File: config.mk
export PLATFORM = sky130hd
export DESIGN_NAME = inst_predecode_flat
export DESIGN_NICKNAME = d
export VERILOG_FILES = /design/src/fetch_pkg.sv /design/src/fetch_out_if.sv /design/src/inst_predecode.sv /design/src/flat_wrapper.sv
export SDC_FILE = /design/constraint.sdc
export NUM_CORES = 1
export LEC_CHECK = 0
export ABC_AREA = 1
export BUFFER_PORTS_ARGS = -buffer_cell sky130_fd_sc_hd__buf_2
export CORE_AREA = 2 2 175 177
export DETAILED_ROUTE_END_ITERATION = 7
export DIE_AREA = 0 0 177 179
export RECOVER_POWER = 25
export REMOVE_ABC_BUFFERS = 1
export SYNTH_ARGS = -nofsm -noshare
export SYNTH_HDL_FRONTEND = slang
export SYNTH_SLANG_ARGS = --single-unit
File: constraint.sdc
create_clock -name vclk -period 1.05
set_clock_uncertainty 0.2 [all_clocks]
set_input_delay 0.105 -clock vclk [all_inputs]
set_output_delay 0.105 -clock vclk [all_outputs]
set_load 0.005 [all_outputs]
File: src/fetch_pkg.sv
package fetch_pkg;

    // canonical LoongArch nop, andi r0,r0,0
    localparam logic [31:0] inst_nop = 32'h03400000;

    // first fetch address after reset
    localparam logic [31:0] pc_reset = 32'h1c000000;

    // number of fetch packets the buffer holds unless the top says otherwise
    localparam int buf_depth_default = 64;

    // the two instructions of one fetch packet, inst0 sits at pc
    typedef struct packed {
        logic [31:0] inst0;
        logic [31:0] inst1;
    } inst_pair_t;

    // address group of a packet
    typedef struct packed {
        logic [31:0] pc_next;
        logic [31:0] pc;
        logic [31:0] badv;
    } pc_group_t;

    // status bits, 45 in total, branch_flag is the most significant field
    typedef struct packed {
        logic [1:0]  branch_flag;
        logic [1:0]  priv_flag;
        logic [1:0]  excp_flag;
        logic [6:0]  exception;
        logic [31:0] cookie;
    } stat_t;

endpackage

File: src/fetch_out_if.sv
`timescale 1ns/1ps

// head packet of the fetch buffer on its way to predecode
// a packet moves when valid and ready are both high at a rising edge
interface fetch_out_if;

    logic                   valid;
    logic                   ready;
    fetch_pkg::inst_pair_t  pair;
    fetch_pkg::pc_group_t   pcs;
    fetch_pkg::stat_t       stat;

    // the buffer presents the packet and listens to ready
    modport buf_side (
        output valid,
        output pair,
        output pcs,
        output stat,
        input  ready
    );

    // predecode takes the packet and answers with ready
    modport dec_side (
        input  valid,
        input  pair,
        input  pcs,
        input  stat,
        output ready
    );

endinterface

File: src/inst_predecode.sv
`timescale 1ns/1ps

// light predecode of the head packet, purely combinational
module inst_predecode (
    fetch_out_if.dec_side in_port,
    input  logic        ready,
    output logic        valid,
    output logic [31:0] inst0,
    output logic [31:0] inst1,
    output logic [31:0] pc,
    output logic [31:0] pc_add4,
    output logic [31:0] pc_next,
    output logic [31:0] badv,
    output logic [31:0] cookie,
    output logic [6:0]  exception,
    output logic [1:0]  excp_flag,
    output logic [1:0]  priv_flag,
    output logic [1:0]  branch_flag,
    output logic        is_branch0,
    output logic        is_branch1,
    output logic        is_nop0,
    output logic        is_nop1
);

    // opcodes 010011 to 011011 hold jirl, b, bl and the six conditional branches
    function automatic logic branch_op(input logic [31:0] inst);
        return (inst[31:26] >= 6'b010011) && (inst[31:26] <= 6'b011011);
    endfunction

    assign in_port.ready = ready;
    assign valid         = in_port.valid;

    assign inst0       = in_port.pair.inst0;
    assign inst1       = in_port.pair.inst1;
    assign pc          = in_port.pcs.pc;
    assign pc_next     = in_port.pcs.pc_next;
    assign badv        = in_port.pcs.badv;
    assign cookie      = in_port.stat.cookie;
    assign exception   = in_port.stat.exception;
    assign excp_flag   = in_port.stat.excp_flag;
    assign priv_flag   = in_port.stat.priv_flag;
    assign branch_flag = in_port.stat.branch_flag;

    // inst1 lives one word after inst0
    assign pc_add4 = in_port.pcs.pc + 32'd4;

    // the default packet is two nops, so the flags are masked with valid
    assign is_branch0 = valid && branch_op(inst0);
    assign is_branch1 = valid && branch_op(inst1);
    assign is_nop0    = valid && (inst0 == fetch_pkg::inst_nop);
    assign is_nop1    = valid && (inst1 == fetch_pkg::inst_nop);

endmodule

File: src/flat_wrapper.sv
// flat-port wrapper written by rule: the top's interface ports become plain ports
module inst_predecode_flat 
  (ready, valid, inst0, inst1, pc, pc_add4, pc_next, badv, cookie, exception, excp_flag, priv_flag, branch_flag, is_branch0, is_branch1, is_nop0, is_nop1, in_port_valid, in_port_pair, in_port_pcs, in_port_stat, in_port_ready);
  fetch_out_if in_port_i ();
  input  logic ready;
  output logic valid;
  output logic [31:0] inst0;
  output logic [31:0] inst1;
  output logic [31:0] pc;
  output logic [31:0] pc_add4;
  output logic [31:0] pc_next;
  output logic [31:0] badv;
  output logic [31:0] cookie;
  output logic [6:0] exception;
  output logic [1:0] excp_flag;
  output logic [1:0] priv_flag;
  output logic [1:0] branch_flag;
  output logic is_branch0;
  output logic is_branch1;
  output logic is_nop0;
  output logic is_nop1;
  input wire logic [$bits(in_port_i.valid)-1:0] in_port_valid;
  input wire logic [$bits(in_port_i.pair)-1:0] in_port_pair;
  input wire logic [$bits(in_port_i.pcs)-1:0] in_port_pcs;
  input wire logic [$bits(in_port_i.stat)-1:0] in_port_stat;
  output wire logic [$bits(in_port_i.ready)-1:0] in_port_ready;
  assign in_port_i.valid = in_port_valid;
  assign in_port_i.pair = in_port_pair;
  assign in_port_i.pcs = in_port_pcs;
  assign in_port_i.stat = in_port_stat;
  assign in_port_ready = in_port_i.ready;
  inst_predecode u_core (.in_port(in_port_i), .ready(ready), .valid(valid), .inst0(inst0), .inst1(inst1), .pc(pc), .pc_add4(pc_add4), .pc_next(pc_next), .badv(badv), .cookie(cookie), .exception(exception), .excp_flag(excp_flag), .priv_flag(priv_flag), .branch_flag(branch_flag), .is_branch0(is_branch0), .is_branch1(is_branch1), .is_nop0(is_nop0), .is_nop1(is_nop1));
endmodule
======== Word-level counts from Yosys, hierarchy flattened ========
Cells that the tools add are included.
word-level totals
  bits in registers ....................... 0
  input bits .............................. 207
  output and inout port bits .............. 243
operators by class
  add/sub/neg operators ................... 1
  $lt $le $gt $ge ......................... 4
  equal/unequal tests ..................... 2
  reduce and logical (&&, ||, !) cells .... 6
operator list
  kind                                                                                  number
  32-bit by 26-bit equality test with 1-bit output (second input constant)              2
  32-bit by 3-bit adder with 32-bit output (second input constant)                      1
  6-bit by 5-bit greater-or-equal comparator with 1-bit output (second input constant)  2
  6-bit by 5-bit <= comparator with 1-bit output (second input constant)                2
  1-bit logical AND                                                                     6

======== Logic depth before layout (Yosys ltp) ========
Gate-level depths: netlist (run 1).
  word-level depth ........................ 3
  mapped depth ............................ 8
  gate-level depth less buffers ........... 8

======== Worst setup path after synthesis (run 1) ========
OpenSTA, ideal clock, no wires.
  kind .................................... input to output
  start ................................... in in_port_pcs[34]
  end ..................................... out pc_add4[18]
  arrival time ............................ 0.895 ns
  data required time ...................... 0.745 ns
  setup slack ............................. -0.150 ns
  stages .................................. 6
  path buffers ............................ 0
  cells stage by stage .................... ha_1 > nand2_1 > nor2_2 > nand2_2 > nor2_4 > xor2_1
between the ends
  longest elaborated chain between the ends .. 1
RTL lines
  element                                   RTL line              text
  from (decl)                               flat_wrapper.sv:24    input wire logic [$bits(in_port_i.pcs)-1:0] in_port_pcs;
  32-bit by 3-bit adder with 32-bit output  inst_predecode.sv:45  assign pc_add4 = in_port.pcs.pc + 32'd4;
  to (decl)                                 flat_wrapper.sv:10    output logic [31:0] pc_add4;
No other way between the ends.

======== Worst setup path in the final report (run 1) ========
  start ................................... in in_port_pcs[35]
  end ..................................... out pc_add4[28]
The elaborated chain is that of the path after synthesis.

==> metrics.md, run 1 <==
| Metric | Value |
|---|---|
| Most common cell after layout, fill and taps aside | `buf_2` |
| DPL Wire Length | `roughly 32,000 µm` |
| Final Slew Violations | `0` |
| ANT nets after route | `0` |
| Count of unique library cells instantiated by Yosys | `23` |
| Xor and xnor area share after synthesis | `0.0506` |
| Sequential area share after synthesis | `0` |
| Slew headroom | `0.870` |
| Die area | `approximately 32,000 µm²` |
| Max Fclk | `706 MHz` |
| Post-DR wirelength/cell | `35.3 µm` |
| DRC Markers | `0` |
| Fillers | `3,517` |
| Detailed Routing Iterations Pass 1 | `4` |
| Largest net degree at the start of global routing | `7` |
| Number of port buffers | `224` |
| Boundary pin count | `450` |
| Setup crit end kind | `output pin` |
| Failing checks | `negative setup slack` |
| Period Utilization, post-route | `1.35` |
| Slew @ Worst Pin | `0.195 ns` |
| Hold Vio Cnt, Final | `0` |
| Avg Cell Area, Syn | `6.18 µm²` |
| Aggregate routed wire length | `33,900 µm` |
| Total global routing overflow | `0` |
| Worst hold path type | `in2out` |
| Core Region | `30,000 µm²` |
| FF+latch area | `0 µm²` |
| Initial antenna violation count | `0` |
| Global routing's busiest layer | `met2` |
| Layout cells sized above 1 | `0.762` |
| Initial DRC count | `136` |
| Sequential share of power | `0` |
| Die width | `177 µm` |
| Net Sw Power | `0.647 mW` |
| Clock power share | `0` |
| Final #Nets | `773` |
| Via count | `~3,200` |
| Compound-Gate Fraction of Synth Area | `0.00365` |
| Vias in the first global route | `2,992` |
| Seq_cells | `0` |
| Netlist Area Pre-Place | `2740 µm²` |
| Worst Path Required | `0.74 ns` |
| Post-Syn Instances | `about 440` |
| Initial Util | `0.0913` |
| GR Util met2 | `0.375` |
| Worst-path maximum fanout | `2` |
| Combinational power share | `1.000` |
| Largest family of logic cells by synthesized area | `buffers and inverters` |
| Gr usage total | `0.203` |
| Final Power | `around 1.4 mW` |
| Row Count | `64` |
| Hold path depth | `0` |
| Most frequent cells in the layout | `buf_2, buf_4, nand2_1` |
| Lkg Pwr | `2.18 nW` |
| Area Growth Syn to Fin | `54.3%` |
| Die span in y | `179 µm` |
| Crit Path Class | `in2out` |
| Final setup margin | `-0.367 ns` |
| # diodes | `0` |
| First-pass GRT wire length | `39,700 µm` |
| Status | `finished with violations` |
| Hold Buf Count CTS | `0` |
| Final setup viols | `30` |
| Post-synthesis adder-cell area fraction | `0.00456` |
| GR Util met1 | `0.107` |
| GPL Wtd Cong | `roughly 1.1` |
| Crit path time final | `1.42 ns` |
| # clk buffers | `0` |
| RSZ-0062 raised after global routing | `true` |
| Simple-gate portion of the synthesized area | `0.349` |
| Max Cap Viol | `0` |
| Power Dens Cells | `326 nW/µm²` |
| VDD IR-drop max | `around 0.14 mV` |
| Vias per cell | `3.36` |
| Pint | `0.733 mW` |
| Core Util, Final | `0.141` |
| CP Data Arrival Time | `~1.1 ns` |
| Mux cell area share after synthesis | `0` |
| Yosys warns | `0` |
| Switching Fraction | `0.469` |
| Met3 usage | `0.260` |
| Worst setup SP type | `input pin` |
power by group through the flow:
stage | clock, mW | sequential (mW) | combinational, mW
floorplan | 0 | 0 | 0.190
global placement | 0 | 0 | 1.13
detailed placement | 0 | 0 | 1.13
CTS | 0 | 0 | 1.27
global route | 0 | 0 | 1.48
finish | 0 | 0 | 1.38
timing repair:
action	CTS	global route
buffers inserted	7	2
cloned	0	0
setup endpoints to repair	32	32
pin swaps	57	58
gates resized for setup	102	95
synthesized netlist by cell type (2+ instances only):
cell,count,area share
nor2_8,3,0.022
a21oi_1,2,0.0036
nand3_1,8,0.015
xor2_1,10,0.032
nand4_1,3,0.0068
nand2_1,94,0.13
nor2_1,62,0.085
nor2_4,4,0.016
inv_1,15,0.021
nand3b_1,10,0.027
xnor2_1,4,0.013
nor2_2,5,0.011
and2_1,3,0.0068
buf_4,209,0.57
nand2_2,4,0.0091
cells by family (layout without fill, tap and decap cells):
kind of cell | after synthesis | after routing
buffers and inverters | 224 | 343
AND/OR/NAND/NOR | 202 | 202
XOR/XNOR | 15 | 15
AO/OA/AOI/OAI | 2 | 2
adder cells (fa/ha/maj) | 1 | 1
metal layers:
layer / routed length (µm) / vias to the layer above
met5: 200 / -
met4: 837 / 4
met3: 9630 / 22
met2: 17200 / 415
met1: 6000 / 1395
li1: - / 1385
critical path, stage by stage:
cell and delay [ns]:
buf_8 0.08, ha_4 0.15, buf_6 0.11, nand3_4 0.08, nor2_4 0.13, and2_4 0.16, nand2_2 0.04, nand2_1 0.06
nand2_1 0.06, buf_2 0.14
stage by stage:
step / setup TNS (ns) / hold slack (ns) / setup slack [ns] / cell area [µm²] / cells
global route: -10.43 / 0.0100 / -0.448 / 4230 / 959
floorplan: -1.25 / 0.0100 / -0.150 / 1170 / 235
CTS: -8.91 / 0.0101 / -0.377 / 3940 / 958
global placement: -11.32 / 0.0101 / -0.607 / 3530 / 953
detailed placement: -11.51 / 0.0101 / -0.623 / 3530 / 953
finish: -8.22 / 0.0100 / -0.367 / 4230 / 959
final cells by class:
cell class	instances	area (µm²)	share of cell area
multi-input combinational	220	1510	0.357
timing repair buffer	328	2170	0.513
inverter	15	56.3	0.0133
tap	396	495	0.117
worst paths after layout:
path,startpoint,end
hold / removal,in_port_pcs[0],badv[0]
setup / recovery,in_port_pcs[35],pc_add4[28]
(Power assumes the default switching activity.)
==> run 2: changes to the inputs <==
--- a/config.mk
+++ b/config.mk
@@ -5,11 +5,10 @@
 export SDC_FILE = /design/constraint.sdc
 export NUM_CORES = 1
 export LEC_CHECK = 0
-export ABC_AREA = 1
 export BUFFER_PORTS_ARGS = -buffer_cell sky130_fd_sc_hd__buf_2
-export CORE_AREA = 2 2 175 177
+export CORE_AREA = 2 2 176 178
 export DETAILED_ROUTE_END_ITERATION = 7
-export DIE_AREA = 0 0 177 179
+export DIE_AREA = 0 0 178 180
 export RECOVER_POWER = 25
 export REMOVE_ABC_BUFFERS = 1
 export SYNTH_ARGS = -nofsm -noshare
==> run 2 against run 1 <==
- the flow still finishes with violations (negative setup slack)
- critical path depth is 4 lower
- via count fell by 17%
- wire length fell by 15%
- non-clock buffer count is 3 higher
- worst hold slack about the same
- synthesized cell count is 27% lower
- final area down 11%
- first-iteration DRC count fell by 46%
- global-route usage decreased by 3.3 points
- critical path type unchanged
- critical endpoint is now is_nop1
- largest power group unchanged
- highest routed layer unchanged
==> metrics.md, run 2 <==
| Metric | Value |
|---|---|
| Status | `finished with violations (unchanged)` |
| Failing checks | `negative setup slack (unchanged)` |
| Commonest cells post-synth | `buf_4, xnor2_1, nand2_1, nand4_1 (was buf_4, nand2_1, nor2_1, inv_1)` |
| Worst hold path type | `in2out (unchanged)` |
| Sequential share of power | `0 (about the same)` |
| Area Growth Syn to Fin | `62.4% (was 54.3%)` |
| VDD IR-drop max | `0.155 mV (was 0.144 mV)` |
| Clock power share | `0 (about the same)` |
| Final Slew Violations | `0 (unchanged)` |
| Final setup margin | `-0.622 ns (was -0.367 ns)` |
| GR Util met2 | `0.258 (was 0.375)` |
| Gr usage total | `0.170 (was 0.203)` |
| Number of port buffers | `224 (unchanged)` |
| Worst Path Required | `0.74 ns (about the same)` |
| Global routing's busiest layer | `met2 (unchanged)` |
| Synth top area share | `0.676 (was 0.572)` |
| Boundary pin count | `450 (unchanged)` |
| Initial DRC count | `73 (was 136)` |
| GPL Wtd Cong | `0.906 (was 1.06)` |
| Crit path time final | `1.67 ns (was 1.42 ns)` |
| Crit Path Class | `in2out (unchanged)` |
| ANT nets after route | `0 (unchanged)` |
| Yosys warns | `0 (unchanged)` |
| Final Power | `1.31 mW (was 1.38 mW)` |
| Netlist Area Pre-Place | `2320 µm² (was 2740 µm²)` |
| Vias per cell | `3.18 (was 3.36)` |
| Worst setup SP type | `input pin (unchanged)` |
| Row Count | `64 (unchanged)` |
| Most common cell after layout, fill and taps aside | `buf_2 (unchanged)` |
| Fillers | `3,447 (was 3,517)` |
| Detailed Routing Iterations Pass 1 | `4 (unchanged)` |
| Count of unique library cells instantiated by Yosys | `21 (was 23)` |
| RSZ-0062 raised after global routing | `true (unchanged)` |
| Net Sw Power | `0.606 mW (was 0.647 mW)` |
| Power Dens Cells | `349 nW/µm² (was 326 nW/µm²)` |
| Via count | `2,667 (was 3,221)` |
| Lkg Pwr | `1.85 nW (was 2.18 nW)` |
| Setup crit end kind | `output pin (unchanged)` |
| # clk buffers | `0 (unchanged)` |
| Slew headroom | `0.808 (was 0.870)` |
| Largest net degree at the start of global routing | `12 (was 7)` |
| Die span in y | `180 µm (was 179 µm)` |
| Combinational power share | `1.000 (about the same)` |
| Pint | `0.707 mW (was 0.733 mW)` |
| Hold Vio Cnt, Final | `0 (unchanged)` |
| Total global routing overflow | `0 (unchanged)` |
| Final #Nets | `654 (was 773)` |
| GR Util met1 | `0.0958 (was 0.107)` |
| Fin Hold WS | `0.0100 ns (about the same)` |
| Aggregate routed wire length | `28,700 µm (was 33,900 µm)` |
| First-pass GRT wire length | `34,800 µm (was 39,700 µm)` |
| CP Data Arrival Time | `1.37 ns (was 1.11 ns)` |
| Most frequent cells in the layout | `buf_2, buf_4, buf_6 (was buf_2, buf_4, nand2_1)` |
| DRC Markers | `0 (unchanged)` |
| Avg Cell Area, Syn | `7.16 µm² (was 6.18 µm²)` |
| Initial Util | `0.0769 (was 0.0913)` |
| Die width | `178 µm (was 177 µm)` |
| Max Fclk | `598 MHz (was 706 MHz)` |
| Most frequent cell after synthesis | `buf_4 (unchanged)` |
| DPL Wire Length | `26,900 µm (was 32,300 µm)` |
| Vias in the first global route | `2,876 (was 2,992)` |
| Core Util, Final | `0.125 (was 0.141)` |
| Core Region | `30,200 µm² (was 30,000 µm²)` |
| Synth area leader | `buf_4 (unchanged)` |
| Worst-path maximum fanout | `2 (unchanged)` |
| Period Utilization, post-route | `1.59 (was 1.35)` |
| Max Cap Viol | `0 (unchanged)` |
| Seq_cells | `0 (unchanged)` |
| Post-DR wirelength/cell | `34.2 µm (was 35.3 µm)` |
| Layout cells sized above 1 | `0.854 (was 0.762)` |
| Switching Fraction | `0.462 (was 0.469)` |
| Final setup viols | `30 (unchanged)` |
| Slew @ Worst Pin | `0.288 ns (was 0.195 ns)` |
| Sequential area share after synthesis | `0 (unchanged)` |
| Initial antenna violation count | `0 (unchanged)` |
| Post-Syn Instances | `324 (was 444)` |
| Die area | `32,000 µm² (was 31,700 µm²)` |
| Top area cells in the synthesized netlist | `buf_4, xnor2_1, nand4_1, xor2_1, nor4_1 (was buf_4, nand2_1, nor2_1, xor2_1, nand3b_1)` |
| FF+latch area | `0 µm² (unchanged)` |
| Met3 usage | `0.256 (was 0.260)` |
| # diodes | `0 (unchanged)` |
[run 2: area by class of cell]
class | count | area, µm² | area share
Multi-Input combinational cell | 111 | 1080 | 0.286
Timing Repair Buffer | 331 | 2190 | 0.580
Inverter | 2 | 7.51 | 0.00199
Tap cell | 396 | 495 | 0.131
[run 2: critical path, stage by stage]
cell	delay, ns
buf_6	0.10
nor4_4	0.26
nand4_1	0.12
or4_4	0.45
nor4_4	0.15
buf_2	0.18
[run 2: path summary, 6_finish.rpt]
kind | start | endpoint | slack, ns | cells past startpoint
max | in_port_pair[18] | is_nop1 | -0.62 | 6
min | in_port_stat[42] | priv_flag[1] | 0.01 | 0
[run 2: per-layer routing]
layer / wire [µm] / vias to the layer above
li1: - / 1106
met1: 5650 / 1154
met2: 12200 / 357
met3: 9340 / 46
met4: 1310 / 4
met5: 256 / -
[run 2: power groups by stage]
stage | registers, mW | logic [mW] | clock network, mW
3_5_place_dp | 0 | 1.10 | 0
3_3_place_gp | 0 | 1.10 | 0
5_1_grt | 0 | 1.40 | 0
6_report | 0 | 1.31 | 0
2_1_floorplan | 0 | 0.115 | 0
4_1_cts | 0 | 1.27 | 0
[run 2: cell families after synthesis]
kind of cell | after synthesis | share of synthesized area
buffers and inverters | 213 | 0.684
AND/OR/NAND/NOR | 80 | 0.199
XOR/XNOR | 28 | 0.106
AO/OA/AOI/OAI | 2 | 0.00647
adder cells (fa/ha/maj) | 1 | 0.00539
[run 2: metrics by stage]
step | worst slack [ns] | setup TNS [ns] | instance area (µm²) | std cells
floorplan | -0.639 | -10.06 | 742 | 113
global placement | -0.776 | -12.63 | 3090 | 830
detailed placement | -0.780 | -13.20 | 3090 | 830
CTS | -0.629 | -9.86 | 3630 | 837
global route | -0.703 | -11.85 | 3770 | 840
finish | -0.622 | -9.91 | 3770 | 840
[run 2: repair_timing]
action,in CTS,in global routing
gates cloned,1,0
resized for setup,106,25
setup endpoints to repair,32,31
endpoints found under the hold margin,0,0
pin swaps,30,21
buffers inserted,6,4
hold buffers,0,0
